===== config.mk =====
export PLATFORM = sky130hd
export DESIGN_NAME = hash_tx_top
export DESIGN_NICKNAME = d
export VERILOG_FILES = /design/src/hash_tx_pkg.sv /design/src/hash_tx_regs_pkg.sv /design/src/hash_frame_if.sv /design/src/hash_tx_regs.sv /design/src/hash_frame_serializer.sv /design/src/hash_tx_top.sv
export SDC_FILE = /design/constraint.sdc
export NUM_CORES = 1
export LEC_CHECK = 0
export BUFFER_PORTS_ARGS = -buffer_cell sky130_fd_sc_hd__buf_2
export CAP_MARGIN = 25
export CORE_UTILIZATION = 62
export DETAILED_ROUTE_END_ITERATION = 6
export PLACE_DENSITY = 0.9
export SYNTH_ARGS = -nofsm -noshare
export SYNTH_HDL_FRONTEND = slang
export SYNTH_SLANG_ARGS = --single-unit

===== constraint.sdc =====
create_clock -name tb_clk -period 3.6 [get_ports tb_clk]
set_input_delay 0.72 -clock tb_clk [delete_from_list [all_inputs] [get_ports tb_clk]]
set_output_delay 0.72 -clock tb_clk [all_outputs]
set_load 0.005 [all_outputs]

===== src/hash_tx_pkg.sv =====
// Hash frame format constants
package hash_tx_pkg;

	// Stream word and hash halfword width
	localparam int WORD_W = 16;

	// Packet identifier width, sits in the low half of the header
	localparam int PID_W = 8;

	// Upper byte of every header word
	localparam logic [WORD_W-PID_W-1:0] SYNC_BYTE = 8'h54;

	// Hash payload, sent from the top halfword down
	localparam int HASH_WORDS = 18;

	// First sequence value after reset
	localparam logic [WORD_W-1:0] SEQ_INIT = 16'd1;

	// Header plus sequence word plus hash
	localparam int FRAME_WORDS = HASH_WORDS + 2;

	// Word index within a frame
	localparam int IDX_W = $clog2(FRAME_WORDS);

	// Fixed word positions
	localparam logic [IDX_W-1:0] HDR_IDX = 0;
	localparam logic [IDX_W-1:0] SEQ_IDX = 1;
	localparam logic [IDX_W-1:0] FIRST_HASH_IDX = 2;

	// Halfword 0, carries the last flag
	localparam logic [IDX_W-1:0] LAST_IDX = IDX_W'(FRAME_WORDS - 1);

endpackage


===== src/hash_tx_regs_pkg.sv =====
// Hash transmitter register map
package hash_tx_regs_pkg;

	// Write address width
	localparam int CFG_ADDR_W = 5;

	// Addresses 0 to 17 hold the hash halfwords
	// Address 18 is control and anything above is accepted and dropped
	localparam logic [CFG_ADDR_W-1:0] CTRL_ADDR = 5'd18;

	// Spare bits between start and PID
	localparam int CTRL_RSVD_W = hash_tx_pkg::WORD_W - hash_tx_pkg::PID_W - 1;

	// Control register layout
	typedef struct packed {
		// Launch a frame on write
		logic start;
		// Ignored by the register block
		logic [CTRL_RSVD_W-1:0] rsvd;
		// Packet identifier for the header word
		logic [hash_tx_pkg::PID_W-1:0] pid;
	} ctrl_fields_t;

	// One write data word seen two ways
	// raw for a hash halfword, ctrl for the control register
	typedef union packed {
		logic [hash_tx_pkg::WORD_W-1:0] raw;
		ctrl_fields_t ctrl;
	} cfg_word_u;

endpackage


===== src/hash_frame_if.sv =====
// Register block to serializer link
interface hash_frame_if;

	// Hash halfwords, index 17 goes out first
	logic [hash_tx_pkg::HASH_WORDS-1:0][hash_tx_pkg::WORD_W-1:0] hash;

	// PID for the header word
	logic [hash_tx_pkg::PID_W-1:0] pid;

	// Single cycle launch request
	logic start;

	// High from the header word until the last word is taken
	logic busy;

	modport regs_mp (
		output hash,
		output pid,
		output start,
		input  busy
	);

	modport framer_mp (
		input  hash,
		input  pid,
		input  start,
		output busy
	);

endinterface


===== src/hash_tx_regs.sv =====
// Hash transmitter register block
module hash_tx_regs (
	input  logic tb_clk,
	input  logic reset,

	// Host write port
	input  logic cfg_valid,
	output logic cfg_ready,
	input  logic [hash_tx_regs_pkg::CFG_ADDR_W-1:0] cfg_addr,
	input  logic [hash_tx_pkg::WORD_W-1:0] cfg_wdata,

	// Toward the serializer
	hash_frame_if.regs_mp frame
);

	// Stored hash, PID and launch pulse
	logic [hash_tx_pkg::HASH_WORDS-1:0][hash_tx_pkg::WORD_W-1:0] hash_q;
	logic [hash_tx_pkg::PID_W-1:0] pid_q;
	logic start_q;

	// Write decode
	logic accept;
	logic ctrl_hit;
	hash_tx_regs_pkg::cfg_word_u wr_word;

	// Same data word, read as raw or as control fields
	assign wr_word.raw = cfg_wdata;

	assign accept = cfg_valid && cfg_ready;
	assign ctrl_hit = accept && (cfg_addr == hash_tx_regs_pkg::CTRL_ADDR);

	// Writes held off while a frame runs and in the launch cycle
	// so the hash cannot change under the serializer
	assign cfg_ready = !frame.busy && !start_q;

	// Hash halfwords
	always_ff @(posedge tb_clk) begin
		if (reset) begin
			hash_q <= '0;
		end else if (accept) begin
			for (int i = 0; i < hash_tx_pkg::HASH_WORDS; i++) begin
				if (int'(cfg_addr) == i) begin
					hash_q[i] <= wr_word.raw;
				end
			end
		end
	end

	// PID follows every control write, start or not
	always_ff @(posedge tb_clk) begin
		if (reset) begin
			pid_q <= '0;
		end else if (ctrl_hit) begin
			pid_q <= wr_word.ctrl.pid;
		end
	end

	// Launch pulse, one cycle after the control write
	always_ff @(posedge tb_clk) begin
		if (reset) begin
			start_q <= 1'b0;
		end else begin
			start_q <= ctrl_hit && wr_word.ctrl.start;
		end
	end

	// Out to the serializer
	assign frame.hash = hash_q;
	assign frame.pid = pid_q;
	assign frame.start = start_q;

endmodule


===== src/hash_frame_serializer.sv =====
// Hash frame serializer
module hash_frame_serializer (
	input  logic tb_clk,
	input  logic reset,

	// From the register block
	hash_frame_if.framer_mp frame,

	// Output word stream
	output logic tx_valid,
	input  logic tx_ready,
	output logic [hash_tx_pkg::WORD_W-1:0] tx_data,
	output logic tx_last
);

	// Frame state
	logic busy_q;
	logic last_q;
	logic [hash_tx_pkg::IDX_W-1:0] idx_q;
	logic [hash_tx_pkg::WORD_W-1:0] seq_q;

	// Next word selection
	logic launch;
	logic accept;
	logic load;
	logic [hash_tx_pkg::IDX_W-1:0] idx_next;
	logic [hash_tx_pkg::WORD_W-1:0] word_next;
	int hash_sel;

	// Start only matters when idle
	assign launch = frame.start && !busy_q;
	assign accept = busy_q && tx_ready;

	// New word on launch or after any word but the last
	assign load = launch || (accept && !last_q);

	// Index of the word about to be presented
	assign idx_next = launch ? hash_tx_pkg::HDR_IDX : idx_q + 1'b1;

	// Index 2 maps to halfword 17, index 19 to halfword 0
	assign hash_sel = hash_tx_pkg::HASH_WORDS - 1 + int'(hash_tx_pkg::FIRST_HASH_IDX)
		- int'(idx_next);

	always_comb begin
		case (idx_next)
			hash_tx_pkg::HDR_IDX: begin
				word_next = {hash_tx_pkg::SYNC_BYTE, frame.pid};
			end
			hash_tx_pkg::SEQ_IDX: begin
				word_next = seq_q;
			end
			default: begin
				word_next = frame.hash[hash_sel];
			end
		endcase
	end

	// Control path
	always_ff @(posedge tb_clk) begin
		if (reset) begin
			busy_q <= 1'b0;
			last_q <= 1'b0;
			idx_q <= '0;
			seq_q <= hash_tx_pkg::SEQ_INIT;
		end else if (launch) begin
			busy_q <= 1'b1;
			last_q <= 1'b0;
			idx_q <= idx_next;
		end else if (accept) begin
			if (last_q) begin
				// Frame done, counter wraps at 16 bits
				busy_q <= 1'b0;
				last_q <= 1'b0;
				seq_q <= seq_q + 1'b1;
			end else begin
				idx_q <= idx_next;
				last_q <= (idx_next == hash_tx_pkg::LAST_IDX);
			end
		end
	end

	// Output word, held while the sink stalls
	always_ff @(posedge tb_clk) begin
		if (load) begin
			tx_data <= word_next;
		end
	end

	assign tx_valid = busy_q;
	assign tx_last = last_q;
	assign frame.busy = busy_q;

endmodule


===== src/hash_tx_top.sv =====
// Hash packet transmitter
module hash_tx_top (
	input  logic tb_clk,
	input  logic reset,

	// Host write port
	input  logic cfg_valid,
	output logic cfg_ready,
	input  logic [hash_tx_regs_pkg::CFG_ADDR_W-1:0] cfg_addr,
	input  logic [hash_tx_pkg::WORD_W-1:0] cfg_wdata,

	// Frame word stream
	output logic tx_valid,
	input  logic tx_ready,
	output logic [hash_tx_pkg::WORD_W-1:0] tx_data,
	output logic tx_last,

	// High for the length of a frame
	output logic frame_busy
);

	// Hash, PID, start and busy between the two blocks
	hash_frame_if frame_bus ();

	hash_tx_regs u_regs (
		.tb_clk    (tb_clk),
		.reset     (reset),
		.cfg_valid (cfg_valid),
		.cfg_ready (cfg_ready),
		.cfg_addr  (cfg_addr),
		.cfg_wdata (cfg_wdata),
		.frame     (frame_bus.regs_mp)
	);

	hash_frame_serializer u_serializer (
		.tb_clk   (tb_clk),
		.reset    (reset),
		.frame    (frame_bus.framer_mp),
		.tx_valid (tx_valid),
		.tx_ready (tx_ready),
		.tx_data  (tx_data),
		.tx_last  (tx_last)
	);

	// Serializer busy doubles as the status output
	assign frame_busy = frame_bus.busy;

endmodule


**Yosys cells after proc, flatten, opt, wreduce, memory -nomap -nowiden**

Index checks and enable logic that the tools add are counted.

- Register bits after elaboration: 336
- Latch bits: 0
- Bits in writable memories: 0
- ROM bits: 0
- Bits of input ports: 25
- Output and inout bits: 20
- Word-level logic and storage cells: 100
- Memories kept: 0

- Add/sub/neg operators: 3
- Multipliers: 0
- Div/mod/pow operators: 0
- Order comparisons: 1
- Eq/ne operators: 21
- Shifts and indexed selects: 0
- Mux-type cells: 12
- Bitwise logic cells: 1
- Reductions and logical operators: 37

Operators by type and width:

| operator | number |
|---|---|
| $bmux 16 s5 | 1 |
| $eq 5x5->1 const B | 12 |
| $reduce_and 2->1 | 20 |
| $lt 32x7->1 const B | 1 |
| $mux 16 | 2 |
| $pmux 16 s2 | 1 |
| $eq 5x4->1 const B | 4 |
| $mux 5 | 4 |
| $add 16x1->16 const B | 1 |
| $eq 5x3->1 const B | 2 |
| $logic_not 5->1 | 2 |
| $logic_and 1x1->1 | 7 |
| $sub 5x5->6 const A | 1 |
| $add 5x1->5 const B | 1 |
| $eq 5x1->1 const B | 1 |
| $eq 5x2->1 const B | 1 |
| $mux 1 | 4 |
| $reduce_bool 2->1 | 2 |
| $logic_not 1->1 | 3 |
| $reduce_and 3->1 | 1 |
| $ne 2x2->1 const B | 1 |
| $reduce_or 2->1 | 1 |
| $logic_or 1x1->1 | 1 |
| $not 1->1 | 1 |

**Depth between registers and ports, before layout**

- Depth in word-level cells: 8
- Gate-level depth with buffers: 15

**Modules after synthesis**

From an unflattened synthesis, not the netlist that was laid out.

- Cell total of the unflattened synthesis: 1,639
- Area, all modules: 16,382.0 um^2

Modules (own cells, without submodules):

| module | instances | cells an instance | area an instance (um^2) | sequential area each (um^2) |
|---|---|---|---|---|
| hash_tx_regs | 1 | 1,029 | 11,544.8 | 5,945.7 |
| hash_frame_serializer | 1 | 610 | 4,837.1 | 940.9 |

**Worst setup path after synthesis**

No wires, ideal clock.

- Path kind: reg-to-reg
- Start point: register u_serializer.busy_q (netlist: u_serializer.frame.busy)
- End point: register u_serializer.tx_data[0] (netlist name) (data pin)
- Library setup time: 0.265 ns
- Arrival: 2.801 ns
- Data required time: 3.335 ns
- Setup slack: 0.534 ns
- Stages on the path, launching flop included: 16
- Buffers on the path: 5
- Period minus slack after synthesis: 3.066 ns
- Path through: dfxtp_1 buf_4 nor2b_1 buf_4 nor2_1 inv_2 buf_2 buf_2 ha_1 or3b_1 mux2i_2 a211oi_4 and2_1 buf_2 o211ai_1 nand3_1

- Cells in the longest elaborated chain, start to end: 8
- Elaborated cells on any way between the ends: 10

RTL lines:

| element | line | RTL |
|---|---|---|
| start: declaration | hash_frame_serializer.sv:17 | `logic busy_q;` |
| start signal: assignment | hash_frame_serializer.sv:61 | `busy_q <= 1'b0;` |
| start signal: assignment | hash_frame_serializer.sv:66 | `busy_q <= 1'b1;` |
| start signal: assignment | hash_frame_serializer.sv:72 | `busy_q <= 1'b0;` |
| $logic_not 1->1 (*) | hash_frame_serializer.sv:31 | `assign launch = frame.start && !busy_q;` |
| $logic_and 1x1->1 (*) | hash_frame_serializer.sv:31 |  |
| $mux 5 (*) | hash_frame_serializer.sv:38 | `assign idx_next = launch ? hash_tx_pkg::HDR_IDX : idx_q + 1'b1;` |
| $sub 5x5->6 | hash_frame_serializer.sv:42 | `- int'(idx_next);` |
| $bmux 16 s5 | hash_frame_serializer.sv:53 | `word_next = frame.hash[hash_sel];` |
| $mux 16 (not written as such) (2 in a row) | hash_frame_serializer.sv:53 |  |
| $pmux 16 s2 (*) | hash_frame_serializer.sv:45 | `case (idx_next)` |
| net u_serializer.word_next (one bit) | hash_frame_serializer.sv:27 | `logic [hash_tx_pkg::WORD_W-1:0] word_next;` |
| end signal: assignment | hash_frame_serializer.sv:85 | `tx_data <= word_next;` |
| end: declaration | hash_frame_serializer.sv:12 | `output logic [hash_tx_pkg::WORD_W-1:0] tx_data,` |

The timed path passes the listed nets; every way through them passes the cells marked *. The select of a mux whose other input is x is not followed.
A chain may end at the register's enable or synchronous reset.

**Final worst setup path**

- Start point: register u_serializer.busy_q (netlist: u_serializer.frame.busy)
- End point: register u_serializer.tx_data[14] (netlist name) (data pin)

Same word-level chain as after synthesis.

==> results.py <==
metrics = {
    "run_status": {
        "status": "finished, violations left",
        "violations": "DRC",
    },
    "setup_path": {
        "max_stage_delay_ps": 640,
        "cp-end-kind": "register",
        "slowest_stage": "nand4_1",
        "crit_fanout": 16,
        "path_cells": "nor2b_2 -> or2_2 -> ha_1 -> ha_1 -> nand4_1 -> o21a_1 -> o32a_1 -> nand2_1",
        "crit_path_start_kind": "register",
        "cp_common_cell": "ha_1",
        "crit_required_ps": 3990,
        "critPathKind": "register to register",
        "critPathArrivalTime_ps": 3580,
    },
    "clock_tree": {
        "numCtsBuffers": 34,
        "clk_pin_slew_ps": 60,
        "root_buffer": "clkbuf_16",
        "clk_latency_ps": 520,
        "clkSinkCount": 336,
        "cts_buffer_depth": 3,
        "postCtsSetupBuffers": 0,
        "cts_tree": "done",
        "cts_hold_buf": 0,
        "post_cts_resized": 0,
        "cts_max_level": 2,
    },
    "grt": {
        "antenna_found_initial": 1,
        "grt_pass1_wl_um": 75900,
        "track_usage": 0.399,
        "grt_pass1_vias": 13600,
        "grt_overflow_total": 0,
        "grt_max_degree": 115,
    },
    "sta": {
        "finalMaxSlewViolations": 0,
        "setup_ws_ps": 417,
        "max_freq_mhz": 314,
        "slew_headroom": 0.239,
        "tightestPinTransition_ps": 1140,
        "tns_ps": 0,
        "fin_hold_ws_ps": 454,
        "rsz0062_at_grt": "no",
        "period_needed_ps": 3180,
        "fin_crit_sh": 0.884,
        "finClkSkew_ps": 21.7,
        "setup_viol": 0,
        "finalHoldViolCount": 0,
    },
    "power_and_ir_drop": {
        "power.density_nw_per_um2": 472,
        "p_total_w": 0.00781,
        "ir_drop_uv": 406,
        "leakage_nw": 5.66,
    },
    "placement": {
        "gp_congestion": 0.947,
        "dp_cells": 2103,
        "preCtsSetupSlack_ps": 484,
        "dp_hpwl_um": 30700,
        "portBuffers": 44,
    },
    "final_layout": {
        "fin_nets": 1849,
        "fin_cells": 2164,
        "area_growth_pct": 9.09,
        "drive_above_1_share": 0.0976,
    },
    "drt": {
        "drtAntennaViolNets": 0,
        "first_pass_iters": 7,
        "drc_errors": 9,
        "via_per_inst": 6.70,
        "drt-initial-drc-count": 2341,
        "vias": 14500,
        "wl_per_cell_um": 23.1,
        "wl_um": 50100,
    },
    "logic_synthesis": {
        "synth-compound-area-share": 0.173,
        "ys_top_cells_by_count": "nand2_1 (443), dfxtp_1 (320), a21oi_1 (282), nand3_1 (176), clkbuf_1 (128)",
        "async_flop_share": 0,
        "ys.flop_type": "dfxtp_1",
        "synthAdderAreaFrac": 0.00330,
        "ys_warn_count": 0,
        "synth.avg_cell_area_um2": 8.06,
        "netlist_instances": 1881,
        "ys_ff_latch": 336,
        "synth-xor-area-share": 0.00866,
        "synth.most_common_cell": "nand2_1",
        "synth_top_area_frac": 0.422,
        "synth_area_leaders": "dfxtp_1 (42%), nand2_1 (11%), a21oi_1 (9.3%), mux2i_1 (6.9%), nand3_1 (5.8%)",
        "synth_edf_count": 16,
        "synth_area_leader_cell": "dfxtp_1",
        "muxShareOfSynthArea": 0.0792,
        "seq_area_frac_synth": 0.454,
        "synth_fp_nets": 1910,
        "synth_top_family_by_area": "simple AND/OR/NAND/NOR gates",
        "synth-simple-area-share": 0.224,
        "synth.distinct_cells": 67,
        "synth_area_um2": 15200,
    },
    "die": {
        "start_util": 0.639,
        "die_area_um2": 25100,
        "rows": 56,
        "die_w_um": 158,
        "io_pins": 45,
        "die_y_um": 158,
        "coreArea_um2": 23800,
    },
    "min_path": {
        "holdCritPathClass": "register to register",
    },
    "flow_run": {
        "drv_cap": 0,
    },
}
-- report_power, final --
group,internal [W],switching [W],total (W)
Clock,0.00222,0.00148,0.00370
Sequential,0.00377,0.0000137,0.00378
Combinational,0.0000651,0.000262,0.000327
Total,0.00606,0.00175,0.00781
-- final timing paths --
kind              slack [ps]                  endpoint  cells after the start               startpoint
hold reg to reg          450    u_regs.frame.hash[143]                      2   u_regs.frame.hash[143]
setup / recovery         420  u_serializer.tx_data[14]                      8  u_serializer.frame.busy
hold / removal           450    u_regs.frame.hash[143]                      2   u_regs.frame.hash[143]
setup reg to reg         420  u_serializer.tx_data[14]                      8  u_serializer.frame.busy
-- area by class of cell --
class                   instances  area [um2]
multi-input cells            1349        7440
fillers                      1796        7210
flip-flops and latches        336        6890
clock buffers                  57        1100
repair buffers                 90         613
well taps                     319         399
clock inverters                 3        67.6
inverters                       9        33.8
diodes                          1        2.50
-- layer usage --
| metal | GRT usage | part of all wire |
|---|---|---|
| met2 | 0.598 | 0.43 |
| met5 | 0 | 0 |
| met1 | 0.509 | 0.37 |
| met3 | 0.0961 | 0.13 |
| met4 | 0.267 | 0.070 |
-- state kept, by name, summed over array words and instances (netlist names) --
name and count:
u_regs.frame.hash 288, u_regs.frame.pid 8, u_regs.frame.start 1, u_serializer.frame.busy 1, u_serializer.idx_q 5, u_serializer.seq_q 16, u_serializer.tx_data 16, u_serializer.tx_last 1
-- cell usage in the layout (no fill, tap or decap), types with 13 or more instances in the layout --
| master | netlist | routed |
|---|---|---|
| mux2_2 | 13 | 13 |
| mux2i_1 | 104 | 104 |
| o211ai_1 | 20 | 20 |
| buf_4 | 10 | 43 |
| buf_2 | 42 | 43 |
| nand3_1 | 176 | 176 |
| a211oi_1 | 13 | 13 |
| a21oi_1 | 282 | 282 |
| o22ai_1 | 13 | 13 |
| clkbuf_16 | 0 | 37 |
| nand2_1 | 443 | 443 |
| dfxtp_1 | 320 | 319 |
| edfxtp_1 | 16 | 16 |
| nor2_1 | 94 | 94 |
-- critical path: cells and delay by family (launching register included) --
family / cells / cell delay, ps
AOI/OAI and AO/OA: 2 / 570
and+or+nand+nor: 4 / 1160
adders and majority gates: 2 / 790
DFF: 1 / 550
-- metrics by stage --
stage                     area, um2   util
after detailed placement      15400  0.647
after global routing          16500  0.697
final                         16500  0.697
after CTS                     16500  0.697
after floorplan               15200      -
after global placement        15400  0.647
-- kinds of logic after synthesis --
kind of cell | after synthesis
xor gates and xnor gates | 15
DFF | 336
buffers and inverters | 196
and+or+nand+nor | 778
AOI/OAI and AO/OA | 434
muxes | 118
adders and majority gates | 4
Note: power is estimated with default switching activity, not from simulation.
